### src/zx_ports_macros.svh
`ifndef ZX_PORTS_MACROS_SVH
`define ZX_PORTS_MACROS_SVH

// low address bytes
`define ZX_PORT_FE    8'hFE
`define ZX_PORT_FD    8'hFD
`define ZX_PORT_F7    8'hF7
`define ZX_PORT_CVX1  8'hFB
`define ZX_PORT_CVX2  8'hDD
`define ZX_PORT_SD0   8'h0F
`define ZX_PORT_SD1   8'h1F
`define ZX_PORT_SD2   8'h4F
`define ZX_PORT_SD3   8'h5F
`define ZX_PORT_XTRD  8'hEF
`define ZX_PORT_SDCFG 8'h77
`define ZX_PORT_SDDAT 8'h57

// extended port, full address
`define ZX_PORT_XT    16'h55FF

// value that opens the extended port
`define ZX_XT_KEY     8'hAA

// extended register indices
`define ZX_XT_BORDER  8'h00
`define ZX_XT_VCFG    8'h08

// clk cycles per sck half period
`define ZX_SPI_HALF   1

`endif

### src/zx_ports_pkg.sv
package zx_ports_pkg;

	// decoded port of the current I/O cycle
	typedef enum logic [3:0]
	{
		none,
		fe,       // ula port, border and beeper
		fd_7ffd,  // memory paging
		f7_eff7,  // extended paging
		covox,    // FB and DD
		sd0,      // soundrive channels
		sd1,
		sd2,
		sd3,
		xt,       // full 16-bit match on 55FF
		xt_read,  // EF readback
		sd_cfg,   // sd chip select
		sd_dat    // spi data
	} port_sel_t;

	// lock sequence of the extended port
	typedef enum logic [1:0]
	{
		locked,
		addr_phase,
		data_phase
	} xt_state_t;

	typedef enum logic
	{
		idle,
		shift
	} spi_state_t;

endpackage

### src/io_bus_if.sv
`timescale 1ns/1ps

interface io_bus_if;

	logic                    port_wr;  // one clk per new write
	logic                    port_rd;  // one clk per new read
	zx_ports_pkg::port_sel_t sel;
	logic [7:0]              hia;      // a[15:8]
	logic [7:0]              wdata;

	modport source
	(
		output port_wr,
		output port_rd,
		output sel,
		output hia,
		output wdata
	);

	modport sink
	(
		input port_wr,
		input port_rd,
		input sel,
		input hia,
		input wdata
	);

endinterface

### src/io_cycle_decoder.sv
`timescale 1ns/1ps
`include "zx_ports_macros.svh"

module io_cycle_decoder
(
	input  logic        clk,
	input  logic        rst_n,
	input  logic        iorq_n,
	input  logic        rd_n,
	input  logic        wr_n,
	input  logic [15:0] a,
	input  logic [7:0]  din,
	input  logic        dos,
	input  logic [4:0]  keys_in,
	input  logic [5:0]  border,
	input  logic [7:0]  sd_rx,
	io_bus_if.source    bus,
	output logic [7:0]  dout,
	output logic        dataout,
	output logic        porthit
);

	logic                    iowr_q;
	logic                    iord_q;
	logic                    port_wr_q;
	logic                    port_rd_q;
	zx_ports_pkg::port_sel_t port_sel;

	// strobe sampling, a pulse only on the first clk of a cycle
	always_ff @(posedge clk or negedge rst_n)
	begin
		if (!rst_n)
		begin
			iowr_q    <= 1'b0;
			iord_q    <= 1'b0;
			port_wr_q <= 1'b0;
			port_rd_q <= 1'b0;
		end
		else
		begin
			iowr_q    <= ~(iorq_n | wr_n);
			iord_q    <= ~(iorq_n | rd_n);
			port_wr_q <= ~iowr_q & ~iorq_n & ~wr_n;
			port_rd_q <= ~iord_q & ~iorq_n & ~rd_n;
		end
	end

	// address to port
	always_comb
	begin
		port_sel = zx_ports_pkg::none;
		if (a == `ZX_PORT_XT)
			port_sel = zx_ports_pkg::xt;
		else
		begin
			case (a[7:0])
				`ZX_PORT_FE:                port_sel = zx_ports_pkg::fe;
				`ZX_PORT_FD:                port_sel = zx_ports_pkg::fd_7ffd;
				`ZX_PORT_F7:                port_sel = zx_ports_pkg::f7_eff7;
				`ZX_PORT_CVX1, `ZX_PORT_CVX2: port_sel = zx_ports_pkg::covox;
				`ZX_PORT_SD0:   port_sel = dos ? zx_ports_pkg::none : zx_ports_pkg::sd0;
				`ZX_PORT_SD1:   port_sel = dos ? zx_ports_pkg::none : zx_ports_pkg::sd1;
				`ZX_PORT_SD2:   port_sel = dos ? zx_ports_pkg::none : zx_ports_pkg::sd2;
				`ZX_PORT_SD3:   port_sel = dos ? zx_ports_pkg::none : zx_ports_pkg::sd3;
				`ZX_PORT_XTRD:  port_sel = zx_ports_pkg::xt_read;
				`ZX_PORT_SDCFG: port_sel = zx_ports_pkg::sd_cfg;
				`ZX_PORT_SDDAT: port_sel = zx_ports_pkg::sd_dat;
				default:        port_sel = zx_ports_pkg::none;
			endcase
		end
	end

	assign porthit = (port_sel != zx_ports_pkg::none);

	// FD reads belong to the AY outside
	assign dataout = porthit & ~iorq_n & ~rd_n & (port_sel != zx_ports_pkg::fd_7ffd);

	always_comb
	begin
		case (port_sel)
			zx_ports_pkg::fe:      dout = {3'b100, keys_in};  // tape in reads 0
			zx_ports_pkg::xt_read: dout = {2'b00, border};
			zx_ports_pkg::sd_cfg:  dout = 8'h00;  // card present, writable
			zx_ports_pkg::sd_dat:  dout = sd_rx;
			default:               dout = 8'hFF;
		endcase
	end

	assign bus.port_wr = port_wr_q;
	assign bus.port_rd = port_rd_q;
	assign bus.sel     = port_sel;
	assign bus.hia     = a[15:8];
	assign bus.wdata   = din;

endmodule

### src/paging_regs.sv
`timescale 1ns/1ps

module paging_regs
(
	input  logic        clk,
	input  logic        rst_n,
	input  logic        mreq_n,
	input  logic        m1_n,
	input  logic [15:0] a,
	input  logic [1:0]  rstrom,
	io_bus_if.sink      bus,
	output logic [7:0]  p7ffd,
	output logic [7:0]  peff7,
	output logic        dos
);

	logic [7:0] p7ffd_int;  // bit 4 is the rom select
	logic [7:0] peff7_int;
	logic       boot;       // first clk after reset release
	logic       block1m;
	logic       block7ffd;
	logic       wr_7ffd;
	logic       wr_eff7;

	assign block1m   = peff7_int[2];
	assign block7ffd = p7ffd_int[5] & block1m;  // 48k lock

	assign wr_7ffd = bus.port_wr && (bus.sel == zx_ports_pkg::fd_7ffd) && !bus.hia[7] &&
		!block7ffd;
	assign wr_eff7 = bus.port_wr && (bus.sel == zx_ports_pkg::f7_eff7) && !bus.hia[4];

	always_ff @(posedge clk or negedge rst_n)
	begin
		if (!rst_n)
		begin
			boot      <= 1'b1;
			p7ffd_int <= 8'h00;
			peff7_int <= 8'h00;
			dos       <= 1'b0;
		end
		else
		begin
			boot <= 1'b0;
			if (boot)
			begin
				p7ffd_int[4] <= rstrom[0];  // strap picks the start rom
				dos          <= ~rstrom[1];
			end
			else
			begin
				if (wr_7ffd)
					p7ffd_int <= bus.wdata;
				if (wr_eff7)
					peff7_int <= bus.wdata;

				// dos rom trap on opcode fetch
				if (!mreq_n && !m1_n)
				begin
					if ((a[15:8] == 8'h3D) && p7ffd_int[4])
						dos <= 1'b1;
					else if (a[15:14] != 2'b00)
						dos <= 1'b0;
				end
			end
		end
	end

	assign p7ffd = {(block1m ? 3'b000 : p7ffd_int[7:5]), p7ffd_int[4:0]};

	// 1M block hides the extended page bits
	assign peff7 = block1m ?
		{peff7_int[7], 1'b0, peff7_int[5:4], 3'b000, peff7_int[0]} : peff7_int;

endmodule

### src/sound_dac_regs.sv
`timescale 1ns/1ps

module sound_dac_regs
(
	input  logic       clk,
	input  logic       rst_n,
	io_bus_if.sink     bus,
	output logic [7:0] psd0,
	output logic [7:0] psd1,
	output logic [7:0] psd2,
	output logic [7:0] psd3
);

	logic [7:0] beep;

	assign beep = {8{bus.wdata[4]}};  // beeper drives full scale

	always_ff @(posedge clk or negedge rst_n)
	begin
		if (!rst_n)
		begin
			psd0 <= 8'h00;
			psd1 <= 8'h00;
			psd2 <= 8'h00;
			psd3 <= 8'h00;
		end
		else if (bus.port_wr)
		begin
			case (bus.sel)
				zx_ports_pkg::fe:
				begin
					psd0 <= beep;
					psd1 <= beep;
					psd2 <= beep;
					psd3 <= beep;
				end
				zx_ports_pkg::covox:  // mono, all channels
				begin
					psd0 <= bus.wdata;
					psd1 <= bus.wdata;
					psd2 <= bus.wdata;
					psd3 <= bus.wdata;
				end
				zx_ports_pkg::sd0: psd0 <= bus.wdata;
				zx_ports_pkg::sd1: psd1 <= bus.wdata;
				zx_ports_pkg::sd2: psd2 <= bus.wdata;
				zx_ports_pkg::sd3: psd3 <= bus.wdata;
				default: ;
			endcase
		end
	end

endmodule

### src/video_config_regs.sv
`timescale 1ns/1ps
`include "zx_ports_macros.svh"

module video_config_regs
(
	input  logic       clk,
	input  logic       rst_n,
	io_bus_if.sink     bus,
	output logic [5:0] border,
	output logic [7:0] vcfg
);

	zx_ports_pkg::xt_state_t xt_state;
	logic [7:0]              xt_idx;  // register index latched in addr phase
	logic                    xt_wr;
	logic                    fe_wr;

	assign xt_wr = bus.port_wr && (bus.sel == zx_ports_pkg::xt);
	assign fe_wr = bus.port_wr && (bus.sel == zx_ports_pkg::fe);

	always_ff @(posedge clk)
	begin
		if (xt_wr && (xt_state == zx_ports_pkg::addr_phase))
			xt_idx <= bus.wdata;
	end

	always_ff @(posedge clk or negedge rst_n)
	begin
		if (!rst_n)
		begin
			xt_state <= zx_ports_pkg::locked;
			border   <= 6'd0;
			vcfg     <= 8'h00;
		end
		else
		begin
			// classic border, spread over the 6-bit palette
			if (fe_wr)
				border <= {bus.wdata[1], 1'b0, bus.wdata[2], 1'b0, bus.wdata[0], 1'b0};

			if (xt_wr)
			begin
				case (xt_state)
					zx_ports_pkg::locked:
						if (bus.wdata == `ZX_XT_KEY)
							xt_state <= zx_ports_pkg::addr_phase;
					zx_ports_pkg::addr_phase:
						xt_state <= zx_ports_pkg::data_phase;
					default:
					begin
						if (xt_idx == `ZX_XT_BORDER)
							border <= bus.wdata[5:0];
						else if (xt_idx == `ZX_XT_VCFG)
							vcfg <= bus.wdata;
						xt_state <= zx_ports_pkg::locked;
					end
				endcase
			end
			else if (bus.port_wr)
				xt_state <= zx_ports_pkg::locked;  // any other write closes the sequence
		end
	end

endmodule

### src/sd_spi_port.sv
`timescale 1ns/1ps
`include "zx_ports_macros.svh"

module sd_spi_port
(
	input  logic       clk,
	input  logic       rst_n,
	io_bus_if.sink     bus,
	input  logic       sd_miso,
	output logic       sd_cs_n,
	output logic       sd_sck,
	output logic       sd_mosi,
	output logic       sd_busy,
	output logic [7:0] sd_rx
);

	localparam int DIV_W = $clog2(`ZX_SPI_HALF + 1);

	zx_ports_pkg::spi_state_t state;
	logic [DIV_W-1:0]         div_cnt;
	logic [3:0]               half_cnt;  // 16 sck half periods per byte
	logic [7:0]               shreg;
	logic                     miso_q;
	logic                     half_end;
	logic                     go;

	assign half_end = (div_cnt == DIV_W'(`ZX_SPI_HALF - 1));

	// busy accesses are dropped
	assign go = (bus.port_wr || bus.port_rd) && (bus.sel == zx_ports_pkg::sd_dat) &&
		(state == zx_ports_pkg::idle);

	always_ff @(posedge clk or negedge rst_n)
	begin
		if (!rst_n)
		begin
			sd_cs_n  <= 1'b1;
			state    <= zx_ports_pkg::idle;
			div_cnt  <= '0;
			half_cnt <= 4'd0;
			sd_sck   <= 1'b0;
			shreg    <= 8'hFF;
			sd_rx    <= 8'h00;
		end
		else
		begin
			if (bus.port_wr && (bus.sel == zx_ports_pkg::sd_cfg))
				sd_cs_n <= bus.wdata[1];

			if (go)
			begin
				state    <= zx_ports_pkg::shift;
				shreg    <= bus.port_wr ? bus.wdata : 8'hFF;  // reads clock out FF
				div_cnt  <= '0;
				half_cnt <= 4'd0;
			end
			else if (state == zx_ports_pkg::shift)
			begin
				div_cnt <= half_end ? '0 : div_cnt + 1'b1;
				if (half_end)
				begin
					sd_sck   <= ~sd_sck;
					half_cnt <= half_cnt + 4'd1;
					if (sd_sck)
						shreg <= {shreg[6:0], miso_q};  // falling edge, next bit out
					if (half_cnt == 4'd15)
					begin
						state <= zx_ports_pkg::idle;
						sd_rx <= {shreg[6:0], miso_q};
					end
				end
			end
		end
	end

	// miso taken on the rising sck edge
	always_ff @(posedge clk)
	begin
		if ((state == zx_ports_pkg::shift) && half_end && !sd_sck)
			miso_q <= sd_miso;
	end

	assign sd_mosi = shreg[7];
	assign sd_busy = (state == zx_ports_pkg::shift);

endmodule

### src/zx_ports_top.sv
`timescale 1ns/1ps

module zx_ports_top
(
	input  logic        clk,
	input  logic        rst_n,

	// z80 bus
	input  logic [15:0] a,
	input  logic [7:0]  din,
	output logic [7:0]  dout,
	output logic        dataout,
	output logic        porthit,
	input  logic        iorq_n,
	input  logic        mreq_n,
	input  logic        m1_n,
	input  logic        rd_n,
	input  logic        wr_n,

	input  logic [4:0]  keys_in,
	input  logic [1:0]  rstrom,

	output logic [7:0]  p7ffd,
	output logic [7:0]  peff7,
	output logic        dos,
	output logic [5:0]  border,
	output logic [7:0]  vcfg,
	output logic [7:0]  psd0,
	output logic [7:0]  psd1,
	output logic [7:0]  psd2,
	output logic [7:0]  psd3,

	// sd card
	output logic        sd_cs_n,
	output logic        sd_sck,
	output logic        sd_mosi,
	input  logic        sd_miso,
	output logic        sd_busy
);

	logic [7:0] sd_rx;

	io_bus_if io_bus ();

	io_cycle_decoder u_decoder
	(
		.clk     (clk),
		.rst_n   (rst_n),
		.iorq_n  (iorq_n),
		.rd_n    (rd_n),
		.wr_n    (wr_n),
		.a       (a),
		.din     (din),
		.dos     (dos),
		.keys_in (keys_in),
		.border  (border),
		.sd_rx   (sd_rx),
		.bus     (io_bus.source),
		.dout    (dout),
		.dataout (dataout),
		.porthit (porthit)
	);

	paging_regs u_paging
	(
		.clk    (clk),
		.rst_n  (rst_n),
		.mreq_n (mreq_n),
		.m1_n   (m1_n),
		.a      (a),
		.rstrom (rstrom),
		.bus    (io_bus.sink),
		.p7ffd  (p7ffd),
		.peff7  (peff7),
		.dos    (dos)
	);

	sound_dac_regs u_dac
	(
		.clk   (clk),
		.rst_n (rst_n),
		.bus   (io_bus.sink),
		.psd0  (psd0),
		.psd1  (psd1),
		.psd2  (psd2),
		.psd3  (psd3)
	);

	video_config_regs u_video
	(
		.clk    (clk),
		.rst_n  (rst_n),
		.bus    (io_bus.sink),
		.border (border),
		.vcfg   (vcfg)
	);

	sd_spi_port u_sd
	(
		.clk     (clk),
		.rst_n   (rst_n),
		.bus     (io_bus.sink),
		.sd_miso (sd_miso),
		.sd_cs_n (sd_cs_n),
		.sd_sck  (sd_sck),
		.sd_mosi (sd_mosi),
		.sd_busy (sd_busy),
		.sd_rx   (sd_rx)
	);

endmodule

### config.mk
export PLATFORM = sky130hd
export DESIGN_NAME = zx_ports_top
export DESIGN_NICKNAME = d
export VERILOG_FILES = /design/src/zx_ports_pkg.sv /design/src/io_bus_if.sv /design/src/io_cycle_decoder.sv /design/src/paging_regs.sv /design/src/sound_dac_regs.sv /design/src/video_config_regs.sv /design/src/sd_spi_port.sv /design/src/zx_ports_top.sv
export VERILOG_INCLUDE_DIRS = /design/src
export SDC_FILE = /design/constraint.sdc
export NUM_CORES = 1
export LEC_CHECK = 0
export ABC_AREA = 0
export BUFFER_PORTS_ARGS = -buffer_cell sky130_fd_sc_hd__buf_2
export CAP_MARGIN = 20
export CORE_UTILIZATION = 50
export DETAILED_ROUTE_END_ITERATION = 8
export PLACE_DENSITY = 0.75
export SLEW_MARGIN = 20
export SYNTH_ARGS = -nofsm -noshare
export SYNTH_HDL_FRONTEND = slang
export SYNTH_SLANG_ARGS = --single-unit
### constraint.sdc
create_clock -name clk -period 3.3 [get_ports clk]
set_input_delay 0.165 -clock clk [delete_from_list [all_inputs] [get_ports clk]]
set_output_delay 0.165 -clock clk [all_outputs]
set_load 0.03 [all_outputs]
==> impl_metrics.tcl <==
set metrics [dict create \
    cts_resized 0 \
    crit_chain "or3b_1 > or3_1 > nor3b_2 > a311oi_1 > buf_2" \
    ctsHoldBuffers 6 \
    critPathCaptureType "output pin" \
    placed_area_sq_mm 0.00544 \
    first_global_vias 3780 \
    crit_start "u_paging.dos$_DFFE_PN0P_" \
    antenna_found_initial 0 \
    netlist_area_sq_mm 0.00480 \
    async_flop_share_pct 91.2 \
    setup_tns_ps 0 \
    finalSetupViolCount 0 \
    finalClockSkew_ps 15.5 \
    final_cell_area_sq_mm 0.00570 \
    layout_common_cells "113 x buf_2, 83 x dfrtp_1, 56 x nand2_1" \
    layout_commonest_cell "buf_2" \
    power.leakage_nw 2.78 \
    cts_buffers 9 \
    cts_htree_levels 3 \
    drv_cap 0 \
    slew_violations 0 \
    drc_errors 0 \
    synth-adder-area-share_pct 0.260 \
    cts_setup_buffers 0 \
    cp.arrival_ps 2370 \
    path_class "reg -> out" \
    outcome "finished clean" \
    num_vias 3897 \
    hpwl_mm 8.43 \
    cp_max_fo 5 \
    synthMuxAreaShare_pct 11.1 \
    slew_headroom_pct 47.6 \
    cts_tree "done" \
    clkLatencyLatePin_ps 370 \
    ys_seq_area_share_pct 54.3 \
    fp-row-count 35 \
    die_area_sq_mm 0.0100 \
    die_h_um 100 \
    yosys.area.top_type "dfrtp_1" \
    grt_max_degree 62 \
    grt-ovfl-total 0 \
    avgRoutedWirePerCell_um 17.8 \
    synth_compound_gate_area_share_pct 12.9 \
    cts_buffer_depth 2 \
    crit_buf_inv 1 \
    die_x_um 100 \
    grt_pass1_wl_mm 19.4 \
    cts_root_buf "clkbuf_8" \
    synth_area_leaders "dfrtp_1 43%, mux2_2 10%, edfxtp_1 5.6%, dfstp_2 5.5%, o21ai_0 4.6%" \
    diodes 0 \
    slowest_delay_ps 410 \
    vias_per_cell 5.71 \
    min_path_type "in -> reg" \
    drive_gt1_share_pct 36.3 \
    yosys_most_used_dff "dfrtp_1" \
    vdd_drop_max_mv 0.297 \
    place.gp.congestion 0.855 \
    antenna_left 0 \
    drt_iter0_drc 334 \
    ys_warn_count 0 \
    worstSetupStartpointType "flop" \
    crit-reg2reg-launch "u_paging.dos$_DFFE_PN0P_" \
    final-hold-violation-count 0 \
    rsz0062_at_grt "no" \
    drt_first_pass_iters 5 \
    tightest_slew_ps 779 \
    nNetsFinal 589 \
    fmax_ghz 0.394 \
    crit_required_ps 3130 \
    period_minus_slack_ps 2540 \
    syn_area_per_cell_sq_um 10.9 \
    fillers 767 \
    boundaryPins 116 \
    hp-start "iorq_n" \
    synth_top_cell_area_share_pct 43.2 \
    ys_ff_latch 102 \
    synthToLayoutAreaGrowth_pct 18.6 \
    cts_sinks 102 \
    synth_simple_gate_area_share_pct 16.7 \
    finalWirelength_mm 12.2 \
    port_buffers 114 \
    ys_types 58 \
    cpLargestDelayFamily "simple AND/OR/NAND/NOR gates" \
    initial_core_util_pct 51.8 \
    track_usage_pct 25.4 \
    timing.final.crit_share_pct 76.9 \
    clkTransAtPathRegs_ps 110 \
    slowest_stage "dfrtp_1" \
    synth-xor-area-share_pct 0.911 \
    synth_edf_count 9 \
    p_per_area_mw_per_mm2 488 \
    synth_cells 439 \
    coreArea_sq_mm 0.00928 \
    synth_top_family_by_area "simple AND/OR/NAND/NOR gates" \
]
-- final timing paths --
kind | endpoint | slack (ps) | cells after the start
setup reg to reg | u_paging.peff7_int[2]$_DFFE_PN0P_ | 770 | 6
hold reg to reg | u_decoder.bus.port_rd$_DFF_PN0_ | 410 | 1
min in group asynchronous | u_dac.psd3[4]$_DFFE_PN0P_ | 410 | 2
hold / removal | u_decoder.iord_q$_DFF_PN0_ | 30 | 2
setup / recovery | dataout | 760 | 5
max in group asynchronous | u_sd.shreg[3]$_DFFE_PN1P_ | 2030 | 3
-- cell usage after synthesis (3+ instances only) --
cell / n
o21ai_0: 44
a21oi_1: 11
nand3_1: 8
inv_1: 4
a2bb2oi_1: 14
mux2_2: 43
nor2b_1: 8
mux2i_1: 5
xnor2_1: 3
nand4_1: 10
a21o_1: 3
edfxtp_1: 9
dfstp_2: 10
nor4_1: 4
nor3_1: 5
and3_1: 5
clkbuf_1: 12
buf_4: 10
a22oi_1: 4
dfrtp_1: 83
nor2_1: 25
nand2b_1: 5
buf_2: 6
or4_1: 6
o22ai_1: 3
a22o_1: 3
nand2_1: 56
-- flip-flops by register name, indices dropped and copies added (netlist names) --
register	flops
u_dac.psd0	8
u_dac.psd1	8
u_dac.psd2	8
u_dac.psd3	8
u_paging.p7ffd_int	8
u_paging.peff7_int	8
u_sd.sd_rx	8
u_sd.shreg	8
u_video.vcfg	8
u_video.xt_idx	8
u_video.border	6
u_sd.half_cnt	4
u_video.xt_state	2
u_decoder.bus.port_rd	1
u_decoder.bus.port_wr	1
u_decoder.iord_q	1
u_decoder.iowr_q	1
u_paging.boot	1
u_paging.dos	1
u_sd.miso_q	1
u_sd.sd_busy	1
u_sd.sd_cs_n	1
u_sd.sd_sck	1
-- layer usage --
metal | part of all wire (%) | routed length, um | GRT usage, %
met3 | 7.7 | 944 | 6.62
met5 | 0 | 0 | 0
met1 | 46 | 5590 | 36.1
met4 | 0.84 | 102 | 5.91
met2 | 46 | 5550 | 39.5
-- power breakdown --
| part | internal, W | total (W) | switching (W) |
|---|---|---|---|
| clock | 0.000354 | 0.000792 | 0.000438 |
| sequential | 0.00139 | 0.00148 | 0.0000852 |
| combinational | 0.000180 | 0.000514 | 0.000333 |
-- through the flow --
stage | utilization, % | power (W) | setup slack [ps] | cells | hold WS [ps]
floorplan | - | 0.00181 | 909 | 440 | -131
global placement | 58.6 | 0.00199 | 847 | 661 | 270
detailed placement | 58.6 | 0.00201 | 816 | 661 | 282
CTS | 61.4 | 0.00280 | 772 | 683 | 27.2
global route | 61.4 | 0.00290 | 645 | 683 | 36.6
finish | 61.4 | 0.00278 | 763 | 683 | 27.3
-- logic make-up (layout without fill, tap and decap cells) --
group / Yosys count / in the layout
adder cells (fa/ha/maj): 1 / 1
other: 1 / 2
flip-flops: 102 / 102
buffers and inverters: 35 / 149
AND/OR/NAND/NOR: 152 / 152
XOR/XNOR: 5 / 5
AO/OA/AOI/OAI: 95 / 95
multiplexers: 48 / 48
-- cell type report --
class                      count  area, sq um  share of cell area [%]
timing repair buffer         128          693                    12.2
clock buffer                   9          124                    2.17
clock inverter                 7         72.6                    1.27
sequential                   102         2610                    45.8
multi-input combinational    303         2020                    35.4
inverter                       5         18.8                   0.329
tap                          129          161                    2.83
(Power assumes the default switching activity.)
